`src/opl_pkg.sv`:
```
// ---------------------------------------------------------
// opl timer package
// register indices, timer states and bit positions shared by
// the host port, the register bank and the interval timers
// ---------------------------------------------------------
`default_nettype none

package opl_pkg;

  // ---------------------------------------------------------
  // widths and types
  // ---------------------------------------------------------
  localparam int DATA_W = 8;

  // host data byte, also used for the register index
  typedef logic [DATA_W-1:0] data_t;

  // register indices decoded by the bank, all others ignored
  typedef enum logic [DATA_W-1:0] {
    REG_TIMER1_PRESET = 8'h02,
    REG_TIMER2_PRESET = 8'h03,
    REG_TIMER_CTRL    = 8'h04
  } opl_reg_e;

  typedef enum logic {
    TIMER_IDLE = 1'b0,
    TIMER_RUN  = 1'b1
  } timer_state_e;

  // ---------------------------------------------------------
  // control byte, register 4
  // ---------------------------------------------------------
  localparam int CTRL_CLEAR_BIT    = 7;
  localparam int CTRL_T1_MASK_BIT  = 6;
  localparam int CTRL_T2_MASK_BIT  = 5;
  localparam int CTRL_T2_START_BIT = 1;
  localparam int CTRL_T1_START_BIT = 0;

  // ---------------------------------------------------------
  // status byte, read with a0 low
  // ---------------------------------------------------------
  localparam int STAT_IRQ_BIT = 7;
  localparam int STAT_T1_BIT  = 6;
  localparam int STAT_T2_BIT  = 5;

endpackage

`default_nettype wire

```
`src/opl_reg_if.sv`:
```
// ---------------------------------------------------------
// register interface between the host port and the timer
// register bank
// ---------------------------------------------------------
`timescale 1ns/1ns
`default_nettype none

interface opl_reg_if
  import opl_pkg::*;
();

  // one-cycle write strobe, index and data valid with it
  logic  wr;
  data_t index;
  data_t data;

  // overflow flags back to the status byte
  logic  t1_flag;
  logic  t2_flag;

  modport port (
    output wr,
    output index,
    output data,
    input  t1_flag,
    input  t2_flag
  );

  modport bank (
    input  wr,
    input  index,
    input  data,
    output t1_flag,
    output t2_flag
  );

endinterface

`default_nettype wire

```
`src/opl_bus_port.sv`:
```
// ---------------------------------------------------------
// host bus port
// latches the register index, registers data writes and
// returns the status byte on a read with a0 low
// ---------------------------------------------------------
`timescale 1ns/1ns
`default_nettype none

module opl_bus_port
  import opl_pkg::*;
(
  input  logic      clk,
  input  logic      rst,
  input  logic      cs_n,
  input  logic      wr_n,
  input  logic      a0,
  input  data_t     din,
  output data_t     dout,
  opl_reg_if.port   regs
);

  logic  host_wr;
  data_t index_q;
  logic  wr_q;
  data_t data_q;
  data_t status;

  // selected write cycle, a0 picks index or data
  assign host_wr = !cs_n && !wr_n;

  // ---------------------------------------------------------
  // index latch
  // ---------------------------------------------------------
  always_ff @(posedge clk or posedge rst) begin
    if (rst) begin
      index_q <= '0;
    end else if (host_wr && !a0) begin
      index_q <= din;
    end
  end

  // ---------------------------------------------------------
  // data write, strobe and byte registered together
  // ---------------------------------------------------------
  always_ff @(posedge clk or posedge rst) begin
    if (rst) begin
      wr_q <= 1'b0;
    end else begin
      wr_q <= host_wr && a0;
    end
  end

  always_ff @(posedge clk or posedge rst) begin
    if (rst) begin
      data_q <= '0;
    end else if (host_wr && a0) begin
      data_q <= din;
    end
  end

  assign regs.wr    = wr_q;
  assign regs.index = index_q;
  assign regs.data  = data_q;

  // ---------------------------------------------------------
  // status read
  // ---------------------------------------------------------
  // irq bit ignores the masks, as on the real chip
  always_comb begin
    status               = '0;
    status[STAT_IRQ_BIT] = regs.t1_flag | regs.t2_flag;
    status[STAT_T1_BIT]  = regs.t1_flag;
    status[STAT_T2_BIT]  = regs.t2_flag;
  end

  // a0 high reads return zero
  assign dout = (!cs_n && !a0) ? status : '0;

endmodule

`default_nettype wire

```
`src/opl_timer_regs.sv`:
```
// ---------------------------------------------------------
// timer register bank
// presets, masks and start bits, overflow flags and irq_n
// ---------------------------------------------------------
`timescale 1ns/1ns
`default_nettype none

module opl_timer_regs
  import opl_pkg::*;
(
  input  logic      clk,
  input  logic      rst,
  opl_reg_if.bank   regs,
  output data_t     t1_preset,
  output data_t     t2_preset,
  output logic      t1_start,
  output logic      t2_start,
  input  logic      t1_overflow,
  input  logic      t2_overflow,
  output logic      irq_n
);

  logic t1_preset_we;
  logic t2_preset_we;
  logic ctrl_we;
  logic clear_cmd;
  logic t1_mask;
  logic t2_mask;
  logic t1_flag;
  logic t2_flag;
  logic irq_set;

  // ---------------------------------------------------------
  // index decode
  // ---------------------------------------------------------
  always_comb begin
    t1_preset_we = 1'b0;
    t2_preset_we = 1'b0;
    ctrl_we      = 1'b0;
    if (regs.wr) begin
      case (regs.index)
        REG_TIMER1_PRESET: t1_preset_we = 1'b1;
        REG_TIMER2_PRESET: t2_preset_we = 1'b1;
        REG_TIMER_CTRL:    ctrl_we      = 1'b1;
        default:           ;
      endcase
    end
  end

  // clear write leaves masks and start bits alone
  assign clear_cmd = ctrl_we && regs.data[CTRL_CLEAR_BIT];

  // ---------------------------------------------------------
  // presets and control
  // ---------------------------------------------------------
  always_ff @(posedge clk or posedge rst) begin
    if (rst) begin
      t1_preset <= '0;
      t2_preset <= '0;
    end else begin
      if (t1_preset_we) begin
        t1_preset <= regs.data;
      end
      if (t2_preset_we) begin
        t2_preset <= regs.data;
      end
    end
  end

  always_ff @(posedge clk or posedge rst) begin
    if (rst) begin
      t1_mask  <= 1'b0;
      t2_mask  <= 1'b0;
      t1_start <= 1'b0;
      t2_start <= 1'b0;
    end else if (ctrl_we && !regs.data[CTRL_CLEAR_BIT]) begin
      t1_mask  <= regs.data[CTRL_T1_MASK_BIT];
      t2_mask  <= regs.data[CTRL_T2_MASK_BIT];
      t1_start <= regs.data[CTRL_T1_START_BIT];
      t2_start <= regs.data[CTRL_T2_START_BIT];
    end
  end

  // ---------------------------------------------------------
  // flags and interrupt
  // ---------------------------------------------------------
  // an overflow pulse beats a clear in the same cycle
  assign irq_set = (t1_overflow && !t1_mask) || (t2_overflow && !t2_mask);

  always_ff @(posedge clk or posedge rst) begin
    if (rst) begin
      t1_flag <= 1'b0;
      t2_flag <= 1'b0;
      irq_n   <= 1'b1;
    end else begin
      if (t1_overflow) begin
        t1_flag <= 1'b1;
      end else if (clear_cmd) begin
        t1_flag <= 1'b0;
      end
      if (t2_overflow) begin
        t2_flag <= 1'b1;
      end else if (clear_cmd) begin
        t2_flag <= 1'b0;
      end
      if (irq_set) begin
        irq_n <= 1'b0;
      end else if (clear_cmd) begin
        irq_n <= 1'b1;
      end
    end
  end

  assign regs.t1_flag = t1_flag;
  assign regs.t2_flag = t2_flag;

endmodule

`default_nettype wire

```
`src/opl_interval_timer.sv`:
```
// ---------------------------------------------------------
// interval timer
// tick prescaler and 8-bit up counter, one pulse per wrap
// ---------------------------------------------------------
`timescale 1ns/1ns
`default_nettype none

module opl_interval_timer
  import opl_pkg::*;
#(
  parameter int TICK_CYCLES = 3
) (
  input  logic  clk,
  input  logic  rst,
  input  logic  start,
  input  data_t preset,
  output logic  overflow
);

  // prescaler counts TICK_CYCLES down to zero, TICK_CYCLES + 1 cycles per tick
  localparam int PRESCALE_W = (TICK_CYCLES > 0) ? $clog2(TICK_CYCLES + 1) : 1;
  localparam logic [PRESCALE_W-1:0] TICK_RELOAD = PRESCALE_W'(TICK_CYCLES);

  timer_state_e            state;
  logic [PRESCALE_W-1:0]   prescale;
  data_t                   count;
  logic                    load;
  logic                    tick;
  logic                    wrap;

  // idle with start high means start has just risen,
  // run is left as soon as start drops
  assign load = (state == TIMER_IDLE) && start;
  assign tick = (state == TIMER_RUN) && start && (prescale == '0);
  assign wrap = tick && (&count);

  // ---------------------------------------------------------
  // state
  // ---------------------------------------------------------
  always_ff @(posedge clk or posedge rst) begin
    if (rst) begin
      state <= TIMER_IDLE;
    end else if (load) begin
      state <= TIMER_RUN;
    end else if (!start) begin
      state <= TIMER_IDLE;
    end
  end

  // ---------------------------------------------------------
  // prescaler and counter
  // ---------------------------------------------------------
  always_ff @(posedge clk or posedge rst) begin
    if (rst) begin
      prescale <= '0;
    end else if (load || tick) begin
      prescale <= TICK_RELOAD;
    end else if (state == TIMER_RUN && start) begin
      prescale <= prescale - 1'b1;
    end
  end

  always_ff @(posedge clk or posedge rst) begin
    if (rst) begin
      count <= '0;
    end else if (load || wrap) begin
      // preset is taken again on every wrap
      count <= preset;
    end else if (tick) begin
      count <= count + 1'b1;
    end
  end

  // one-cycle pulse after the wrap from 255
  always_ff @(posedge clk or posedge rst) begin
    if (rst) begin
      overflow <= 1'b0;
    end else begin
      overflow <= wrap;
    end
  end

endmodule

`default_nettype wire

```
`src/opl_timers.sv`:
```
// ---------------------------------------------------------
// fm chip timer block, top level
// host port, timer register bank and two interval timers
// ---------------------------------------------------------
`timescale 1ns/1ns
`default_nettype none

module opl_timers
  import opl_pkg::*;
#(
  // 80 us and 320 us ticks at 50 MHz
  parameter int T1_TICK_CYCLES = 3999,
  parameter int T2_TICK_CYCLES = 15999
) (
  input  logic  clk,
  input  logic  rst,
  input  logic  cs_n,
  input  logic  wr_n,
  input  logic  a0,
  input  data_t din,
  output data_t dout,
  output logic  irq_n
);

  data_t t1_preset;
  data_t t2_preset;
  logic  t1_start;
  logic  t2_start;
  logic  t1_overflow;
  logic  t2_overflow;

  opl_reg_if regs_if ();

  // ---------------------------------------------------------
  // host side
  // ---------------------------------------------------------
  opl_bus_port bus_port_inst (
    .clk  (clk),
    .rst  (rst),
    .cs_n (cs_n),
    .wr_n (wr_n),
    .a0   (a0),
    .din  (din),
    .dout (dout),
    .regs (regs_if.port)
  );

  opl_timer_regs timer_regs_inst (
    .clk         (clk),
    .rst         (rst),
    .regs        (regs_if.bank),
    .t1_preset   (t1_preset),
    .t2_preset   (t2_preset),
    .t1_start    (t1_start),
    .t2_start    (t2_start),
    .t1_overflow (t1_overflow),
    .t2_overflow (t2_overflow),
    .irq_n       (irq_n)
  );

  // ---------------------------------------------------------
  // timers
  // ---------------------------------------------------------
  opl_interval_timer #(
    .TICK_CYCLES (T1_TICK_CYCLES)
  ) t1_inst (
    .clk      (clk),
    .rst      (rst),
    .start    (t1_start),
    .preset   (t1_preset),
    .overflow (t1_overflow)
  );

  opl_interval_timer #(
    .TICK_CYCLES (T2_TICK_CYCLES)
  ) t2_inst (
    .clk      (clk),
    .rst      (rst),
    .start    (t2_start),
    .preset   (t2_preset),
    .overflow (t2_overflow)
  );

endmodule

`default_nettype wire

```
`config.mk`:
```
export PLATFORM = sky130hd
export DESIGN_NAME = opl_timers
export DESIGN_NICKNAME = d
export VERILOG_FILES = /design/src/opl_pkg.sv /design/src/opl_reg_if.sv /design/src/opl_bus_port.sv /design/src/opl_timer_regs.sv /design/src/opl_interval_timer.sv /design/src/opl_timers.sv
export SDC_FILE = /design/constraint.sdc
export NUM_CORES = 1
export LEC_CHECK = 0
export ABC_AREA = 1
export BUFFER_PORTS_ARGS = -buffer_cell sky130_fd_sc_hd__clkbuf_2
export CAP_MARGIN = 20
export CORE_MARGIN = 2
export CORE_UTILIZATION = 30
export CTS_CLUSTER_SIZE = 14
export DETAILED_ROUTE_END_ITERATION = 10
export HOLD_SLACK_MARGIN = 0.1
export PLACE_DENSITY = 0.56
export SLEW_MARGIN = 20
export SYNTH_ARGS = -nofsm -noshare
export SYNTH_HDL_FRONTEND = slang
export SYNTH_SLANG_ARGS = --single-unit
```
`constraint.sdc`:
```
create_clock -name clk -period 6.2 [get_ports clk]
set_input_delay 1.24 -clock clk [delete_from_list [all_inputs] [get_ports clk]]
set_output_delay 1.24 -clock clk [all_outputs]
set_load 0.005 [all_outputs]
```
==> parameters.txt, run 1 <==
Parameter                              Value

Cells and area
  Leading cell types in the layout, fill and taps excluded ... 157 x nand2_1, 85 x dfrtp_1, 75 x inv_1
  Fraction of final layout cells sized beyond drive strength 1 ... 0.139
  Fin nets ... roughly 600
  Non-filler cells in the finished layout ... 765
  Relative area change from synthesis to final layout ... 11.5%
  Antenna diodes ... 0
  Leading cell type in the layout, fill and taps excluded ... nand2_1

GRT
  Vias in the first global route ... roughly 3300
  Global-route wire length before repair ... about 15000 µm
  GRT Total Usage ... 0.117
  Pin count of the biggest net entering global routing ... 70
  Aggregate global routing overflow ... 0
  Number of antenna violations at the first check in global routing ... 0

Critical path
  Slack of the worst reg-to-reg path ... 4.01 ns
  Startpoint type of the worst setup path ... primary input
  Required time at the worst-slack endpoint ... between 4 and 5 ns
  Critical Path End Type ... primary output
  CP Class ... in -> out
  Reg2reg start ... timer_regs_inst.t1_start
  Crit-path max FO ... 4
  Data arrival time at the worst-slack endpoint ... ~1.8 ns
  Endpoint of the lowest-slack register-to-register path ... t1_inst.prescale[1]
  Startpoint of the most critical setup path ... cs_n
  Cell count of the worst reg-to-reg path ... 7

Timing
  Number of endpoints failing setup at the final stage ... 0
  Unrepaired setup endpoints after global routing ... no
  Top achievable clock speed ... approximately 330 MHz
  Max-slew headroom at the worst pin ... 0.353
  Endpoints failing hold ... 0
  Final cycle utilization of the critical path ... 0.496
  Fin. max-slew vios ... 0
  Worst hold slack ... ~0.46 ns
  Worst-case clock skew ... roughly 0.0075 ns
  Post-layout minimum cycle time ... between 3 and 4 ns
  Accumulated negative setup slack ... 0 ns
  Pin slew with the least headroom to its limit ... ~0.96 ns

Min path
  HP Class ... reg -> reg
  Hold path cells ... 1
  Worst hold start ... t1_inst.prescale[6]
  Hold worst-path end ... t1_inst.prescale[6]

Route
  ANT nets after route ... 0
  Remaining DRCs ... 0
  First-pass DRT Iterations ... 4
  DRC violation total after the first TritonRoute iteration ... between 150 and 200
  Total length of routed wires ... ~8700 µm
  Number of vias after detailed routing ... between 3000 and 4000
  DR vias/cell ... 4.46
  WL per Instance ... approximately 11 µm

Placement
  Port bufs ... 16
  Number of cells after detailed placement ... between 700 and 800
  DPL Wire Length ... 6130 µm
  Final Wtd Congestion ... between 0.7 and 0.8

Clock tree
  CTS tree ... built
  Clock insertion delay at the later pin of the skew report ... ~0.34 ns
  Number of buffers inserted to repair setup after CTS ... 0
  Library cell used as clock root buffer ... clkbuf_16
  Quantity of hold-fixing buffers added after cts ... 0
  Total clock buffers created by CTS ... 9
  Max Root-Sink Buffers ... 2
  Depth of the CTS H-tree ... 3
  Cells resized by post-CTS repair ... 0
  CTS sink count ... between 80 and 90
  Clock-pin transition on the worst setup and hold timing paths ... roughly 0.060 ns

Synth
  Synth warnings ... 0
  Post-synthesis instance total ... roughly 560
  Per-instance average area after synthesis ... between 7 and 8 µm²
  Register bit total from synthesis ... 86
  Post-Synthesis Cell Area ... around 4500 µm²
  Number of enable-type register cells in the synthesized netlist ... 0
  Part of the Yosys area used for sequential elements ... 0.479
  Number of library cell types mapped by synthesis ... 40
  Proportion of register bits with asynchronous set or reset after synthesis ... 1.00
  Ys flop type ... dfrtp_1

Power and ir drop
  Pwr dens ... between 300 and 400 nW/µm²
  LEAKAGE ... between 2 and 2.5 nW
  Total power ... around 1.8 mW
  Max VDD drop ... 134 µV

Status
  Result of the run ... complete, no violations

Die
  Die outline width ... 126 µm
  Starting Density ... 0.308
  Top-level I/O count ... 22
  Chip height ... around 130 µm
  Core area ... around 15000 µm²
  Area of the die ... ~16000 µm²
  Count of standard-cell rows ... 44

Run
  Number of maximum-capacitance constraint violations ... 0
## sequential cells by signal (all words and copies together) (netlist names), 8 cells and up
| register | cells |
|---|---|
| bus_port_inst.regs.index | 8 |
| t2_inst.prescale | 14 |
| t1_inst.count | 8 |
| t1_inst.prescale | 12 |
| t2_inst.count | 8 |
| timer_regs_inst.t2_preset | 8 |
| timer_regs_inst.t1_preset | 8 |
| bus_port_inst.regs.data | 8 |
## through the flow
step	setup WS (ns)	util	area (µm²)
2_1_floorplan	2.74	-	4510
3_3_place_gp	3.13	0.322	4690
3_5_place_dp	3.13	0.322	4690
4_1_cts	3.12	0.343	5010
5_1_grt	3.06	0.343	5010
6_report	3.12	0.343	5010
## how the worst max path moves through the flow
| stage | slack [ns] | depth (start not counted) | end |
|---|---|---|---|
| after floorplan | 2.74 | 1 | bus_port_inst.regs.data[0] |
| after global placement | 3.13 | 5 | dout[7] |
| after CTS | 3.12 | 5 | dout[7] |
| final | 3.12 | 5 | dout[7] |
| after detailed placement | 3.13 | 5 | dout[7] |
| after global routing | 3.06 | 5 | dout[7] |
## kinds of logic after synthesis
kind of cell,share of synthesized area
XOR/XNOR,0.0253
AND/OR/NAND/NOR,0.313
adder cells (fa/ha/maj),0.0111
other,0.000835
AO/OA/AOI/OAI,0.0749
buffers and inverters,0.0958
flip-flops,0.479
## critical path: stages
cell      delay (ns)
clkbuf_2        0.09
nor2_1          0.09
inv_1           0.13
a21oi_1         0.15
clkbuf_2        0.13
## routing by layer
metal,track usage,routed length (µm)
met5,0,0
met3,0.0291,272
met1,0.154,4290
met4,0.0511,125
met2,0.183,3970
## power by group
group	switching (mW)	internal, mW
combinational	0.218	0.148
clock	0.242	0.322
sequential	0.128	0.698
total	0.588	1.17
## Yosys cell counts (4+ instances only)
library cell	n	area (µm²)
xor2_1	9	78.8
ha_1	4	50.1
nand2_1	157	589
nor3_1	6	30.0
inv_1	76	285
nand2_2	4	25.0
nor2_2	9	56.3
nand3b_1	5	37.5
clkbuf_1	5	18.8
nand3_1	58	290
xnor2_1	4	35.0
dfrtp_1	85	2130
buf_6	4	45.0
o21ai_0	28	140
o21ai_1	5	25.0
nand4_1	5	31.3
nor2_1	45	169
buf_4	8	60.1
o21ai_2	10	87.6
## final cells by class
class,count,area [µm²]
fill,1520,9580
multi-input combinational,383,1920
clock buffer,9,225
clock inverter,7,91.3
timing repair buffer,17,87.6
tap,184,230
inverter,79,298
sequential,86,2150
No activity file was read; power rests on OpenSTA's default activity.
==> run 2, diff against run 1 <==
clock period = 3.11 ns   (was 6.2 ns; I/O delays follow)
==> run 2 against run 1 <==
Non-clock buffer count is 3 higher; register-to-register slack worse by 3.0 ns; first-iteration DRC count is 8.9% higher; largest cell class unchanged.
==> parameters.txt, run 2 (synthesis results as in run 1) <==
Parameter                              Value

Cells and area
  Utilization after layout ... 0.343
  Leading cell types in the layout, fill and taps excluded ... 157 x nand2_1, 85 x dfrtp_1, 75 x inv_1
  Area of the multi-input gates ... approximately 1900 µm²
  Top Registers ... t2_inst.prescale x14, t1_inst.prescale x12
  Register area ... ~2200 µm²
  Reg with most FFs ... t2_inst.prescale
  Leading cell type in the layout, fill and taps excluded ... nand2_1
  Relative area change from synthesis to final layout ... 11.3%
  Total of fill cells in the finished design ... approximately 1500
  Number of flip-flops under the largest register name ... 14
  Fraction of final layout cells sized beyond drive strength 1 ... 0.142
  Fin nets ... ~600
  Final standard cell area without fillers ... around 5000 µm²
  Antenna diodes ... 0

Route
  DR vias/cell ... ~4.5
  First-pass DRT Iterations ... 4
  DRC violation total after the first TritonRoute iteration ... between 200 and 250
  Remaining DRCs ... 0
  Total length of routed wires ... approximately 8900 µm
  Number of vias after detailed routing ... approximately 3400
  ANT nets after route ... 0
  WL per Instance ... roughly 12 µm

Timing
  Unrepaired setup endpoints after global routing ... no
  Fin. max-slew vios ... 0
  Worst hold slack ... around 0.35 ns
  Accumulated negative setup slack ... 0 ns
  Post-layout minimum cycle time ... between 2 and 2.5 ns
  Final cycle utilization of the critical path ... 0.665
  Top achievable clock speed ... 484 MHz
  Number of endpoints failing setup at the final stage ... 0
  Pin slew with the least headroom to its limit ... 0.694 ns
  Max-slew headroom at the worst pin ... 0.537
  Worst-case clock skew ... 0.0135 ns
  Endpoints failing hold ... 0

Critical path
  Data arrival time at the worst-slack endpoint ... 2.30 ns
  Critical Path End Type ... register
  Required time at the worst-slack endpoint ... roughly 3.3 ns
  CP Class ... reg -> reg
  Crit-path max FO ... 17
  Startpoint type of the worst setup path ... register

Clock tree
  Max Root-Sink Buffers ... 2
  Clock-pin transition on the worst setup and hold timing paths ... about 0.06 ns
  Cells resized by post-CTS repair ... 0
  Total clock buffers created by CTS ... 9
  Library cell used as clock root buffer ... clkbuf_16
  Quantity of hold-fixing buffers added after cts ... 0
  CTS tree ... built
  CTS sink count ... 86
  Number of buffers inserted to repair setup after CTS ... 0
  Clock insertion delay at the later pin of the skew report ... about 0.34 ns
  Depth of the CTS H-tree ... 3

GRT
  Global-route wire length before repair ... ~16000 µm
  GRT Total Usage ... 0.122
  Pin count of the biggest net entering global routing ... 40
  Number of antenna violations at the first check in global routing ... 0
  Vias in the first global route ... ~3400
  Aggregate global routing overflow ... 0

Die
  Die outline width ... around 130 µm
  Chip height ... 126 µm
  Top-level I/O count ... 22
  Count of standard-cell rows ... 44
  Area of the die ... roughly 16000 µm²
  Starting Density ... 0.308
  Core area ... between 10000 and 15000 µm²

Min path
  HP Class ... in -> async

Power and ir drop
  LEAKAGE ... roughly 2.5 nW
  Pwr dens ... 683 nW/µm²
  Max VDD drop ... around 270 µV
  Total power ... approximately 3.4 mW

Placement
  Final Wtd Congestion ... ~0.86
  Port bufs ... 16
  Post-placement cell area ... about 4700 µm²
  DPL Wire Length ... 6510 µm

Run
  Number of maximum-capacitance constraint violations ... 0

Status
  Result of the run ... complete, no violations
run 2: changes by cell type in the layout (fill, tap and decap cells not counted):
| cell | before | now |
|---|---|---|
| buf_4 | 1 | 4 |
| bufinv_16 | 1 | 0 |
| clkbuf_1 | 0 | 1 |
| clkbuf_8 | 0 | 2 |
| clkinv_2 | 1 | 3 |
| clkinv_4 | 1 | 0 |
| clkinv_8 | 1 | 0 |
| clkinvlp_4 | 1 | 0 |
| inv_8 | 1 | 0 |
run 2: critical path: stages, from the launching register on:
cell and delay (ns):
dfrtp_1 0.49, inv_1 0.11, or2_0 0.49, nand2_2 0.30, inv_2 0.30, nand3_1 0.10
o21ai_0 0.10, inv_1 0.06
run 2: metrics by stage:
step	setup WS (ns)	std cells
floorplan	0.268	567
global route	0.763	768
finish	1.04	768
CTS	1.04	768
detailed placement	1.06	752
global placement	1.14	752
run 2: where the power goes:
| group | switching [mW] | internal (mW) |
|---|---|---|
| clock network | 0.439 | 0.588 |
| logic | 0.441 | 0.298 |
| registers | 0.259 | 1.39 |
| total | 1.14 | 2.28 |
run 2: per-layer routing:
metal,vias up,global-route usage,share of wire
met4,0,0.0465,0.015
li1,1782,-,-
met2,45,0.193,0.48
met5,-,0,0
met3,6,0.0333,0.030
met1,1589,0.159,0.48
run 2: final timing paths:
check | from | end | slack [ns] | depth (start not counted)
max | timer_regs_inst.t1_start | t1_inst.prescale[1] | 1.04 | 7
min | rst | t2_inst.prescale[5] | 0.35 | 2
max reg2reg | timer_regs_inst.t1_start | t1_inst.prescale[1] | 1.04 | 7
min reg2reg | t1_inst.overflow | timer_regs_inst.regs.t1_flag | 0.46 | 2
max in group asynchronous | rst | timer_regs_inst.irq_n | 2.01 | 3
min in group clk | t1_inst.overflow | timer_regs_inst.regs.t1_flag | 0.46 | 2
run 2: cell type report:
cell class | instances | share of cell area
clock buffers | 12 | 0.0513
inverters | 79 | 0.0596
flip-flops and latches | 86 | 0.431
well taps | 184 | 0.0460
repair buffers | 20 | 0.0220
multi-input cells | 383 | 0.385
clock inverters | 4 | 0.00551
==> run 3, diff against run 2 <==
PLACE_DENSITY = 0.57   (was 0.56)
clock period = 1.7 ns   (was 3.11 ns; I/O delays follow)
==> run 3 against run 2 <==
Die area is the same; wire length grew 3.2%; clock power grew 89%; largest cell class unchanged.
==> parameters.txt, run 3 (synthesis results as in run 1) <==
Parameter                              Value

Die
  Count of standard-cell rows ... between 40 and 50
  Top-level I/O count ... 22
  Die outline width ... about 130 µm
  Starting Density ... 0.308
  Area of the die ... roughly 16000 µm²
  Chip height ... about 130 µm
  Core area ... roughly 15000 µm²

Placement
  Port bufs ... 16
  Worst slack, placed ... 0.126 ns
  DPL Wire Length ... between 6000 and 7000 µm
  Final Wtd Congestion ... just over 0.8

Power and ir drop
  Sw frac ... 0.347
  Relative contribution of the clock network to total power ... 0.306
  Comb pwr share ... 0.220
  Register share of total power ... 0.473
  Psw ... between 2 and 2.5 mW
  Pwr dens ... approximately 1200 nW/µm²
  Internal portion of total power ... just over 4 mW
  LEAKAGE ... approximately 2.5 nW
  Max VDD drop ... roughly 500 µV

Clock tree
  Depth of the CTS H-tree ... 3
  CTS sink count ... 86
  Number of buffers inserted to repair setup after CTS ... 0
  Clock insertion delay at the later pin of the skew report ... between 0.3 and 0.4 ns
  CTS tree ... built
  Total clock buffers created by CTS ... 9
  Clock-pin transition on the worst setup and hold timing paths ... ~0.07 ns
  Library cell used as clock root buffer ... clkbuf_16
  Max Root-Sink Buffers ... 2

Timing
  Max-slew headroom at the worst pin ... 0.611
  Worst hold slack ... 0.245 ns
  Final cycle utilization of the critical path ... 0.915
  Final WS setup ... 0.145 ns
  Fin. max-slew vios ... 0
  Worst-case clock skew ... around 0.0085 ns
  Top achievable clock speed ... 643 MHz
  Accumulated negative setup slack ... 0 ns
  Endpoints failing hold ... 0
  Post-layout minimum cycle time ... approximately 1.6 ns
  Number of endpoints failing setup at the final stage ... 0
  Unrepaired setup endpoints after global routing ... no
  Pin slew with the least headroom to its limit ... approximately 0.58 ns

Cells and area
  Total of fill cells in the finished design ... roughly 1500
  Utilization after layout ... 0.352
  Leading cell types in the layout, fill and taps excluded ... 157 x nand2_1, 85 x dfrtp_1, 74 x inv_1
  Reg with most FFs ... t2_inst.prescale
  Relative area change from synthesis to final layout ... 14.4%
  Leading cell type in the layout, fill and taps excluded ... nand2_1
  Top Registers ... t2_inst.prescale x14, t1_inst.prescale x12
  Antenna diodes ... 0
  Number of flip-flops under the largest register name ... 14
  Fraction of final layout cells sized beyond drive strength 1 ... 0.157
  Fin nets ... 605

Route
  First-pass DRT Iterations ... 4
  Total length of routed wires ... ~9200 µm
  DR vias/cell ... around 4.5
  Number of vias after detailed routing ... ~3500
  Remaining DRCs ... 0
  DRC violation total after the first TritonRoute iteration ... 199
  ANT nets after route ... 0
  WL per Instance ... approximately 12 µm

Status
  Result of the run ... complete, no violations

Critical path
  Crit-path max FO ... 11
  Cell at the slowest stage of the critical path ... dfrtp_1
  CP Class ... reg -> reg
  Delay of the slowest cell on the worst path ... about 0.38 ns
  Worst-path cell chain ... inv_1 > ha_1 > nand2_1 > nor2_4 > nand2_1 > nand2_2 > buf_4 > o21ai_0 > o21ai_0
  Cell family with the largest share of critical-path delay ... flip-flops
  Required time at the worst-slack endpoint ... 1.92 ns
  Data arrival time at the worst-slack endpoint ... 1.77 ns
  Critical Path End Type ... register
  Bufs and invs on worst path ... 2
  Startpoint type of the worst setup path ... register

GRT
  GRT Total Usage ... 0.123
  Number of antenna violations at the first check in global routing ... 0
  Vias in the first global route ... 3442
  Global-route wire length before repair ... about 16000 µm
  Pin count of the biggest net entering global routing ... 27
  Aggregate global routing overflow ... 0

Run
  Number of maximum-capacitance constraint violations ... 0

Min path
  HP Class ... in -> reg
==> run 3: final timing paths <==
| path | slack (ns) | cells after the start | to | from |
|---|---|---|---|---|
| max | 0.15 | 9 | t1_inst.prescale[0] | t1_inst.prescale[1] |
| min | 0.25 | 3 | bus_port_inst.regs.data[5] | din[5] |
| max reg2reg | 0.15 | 9 | t1_inst.prescale[0] | t1_inst.prescale[1] |
| min reg2reg | 0.47 | 2 | timer_regs_inst.regs.t2_flag | t2_inst.overflow |
| max in group asynchronous | 0.59 | 4 | bus_port_inst.regs.data[1] | rst |
| min in group asynchronous | 0.60 | 3 | timer_regs_inst.t1_preset[3] | rst |
==> run 3: metal layers <==
| metal | up-vias | global-route usage | wire length, µm |
|---|---|---|---|
| met1 | 1659 | 0.159 | 4420 |
| li1 | 1801 | - | - |
| met5 | - | 0 | 0 |
| met4 | 0 | 0.0433 | 173 |
| met3 | 16 | 0.0363 | 363 |
| met2 | 49 | 0.198 | 4250 |
==> run 3: metrics by stage <==
step                instances  total power [mW]  instance area [µm²]
finish                    777              6.37                 5140
floorplan                 567              4.07                 4510
global placement          760              4.39                 4820
CTS                       777              6.46                 5120
global route              777              6.86                 5140
detailed placement        760              4.46                 4820
==> run 3: final cells by class <==
type                            count  area, µm²  share of cell area
Sequential cell                    86       2150               0.419
Tap cell                          184        230              0.0448
Clock inverter                      7       68.8              0.0134
Timing Repair Buffer               29        218              0.0423
Clock buffer                        9        225              0.0438
Inverter                           79        303              0.0589
Multi-Input combinational cell    383       1940               0.378
==> run 3: worst register-to-register path, delay by kind of cell, from the launching register on <==
kind | cells | cell delay, ns
simple gates | 4 | 0.34
buf+inv | 2 | 0.24
fa+ha+maj | 1 | 0.18
compound gates | 2 | 0.28
flops | 1 | 0.38
==> run 3: what timing repair did <==
item	CTS	global route
endpoints found under the setup margin	0	11
hold buffers	1	0
hold endpoints to repair	16	0
gates resized for setup	0	6
==> run 3: power groups by stage <==
stage	clock network, mW	logic, mW	registers [mW]
final	1.95	1.40	3.01
after global routing	2.10	1.66	3.10
after CTS	2.02	1.42	3.02
after detailed placement	0	1.42	3.05
after global placement	0	1.37	3.02
after floorplan	0	1.15	2.91
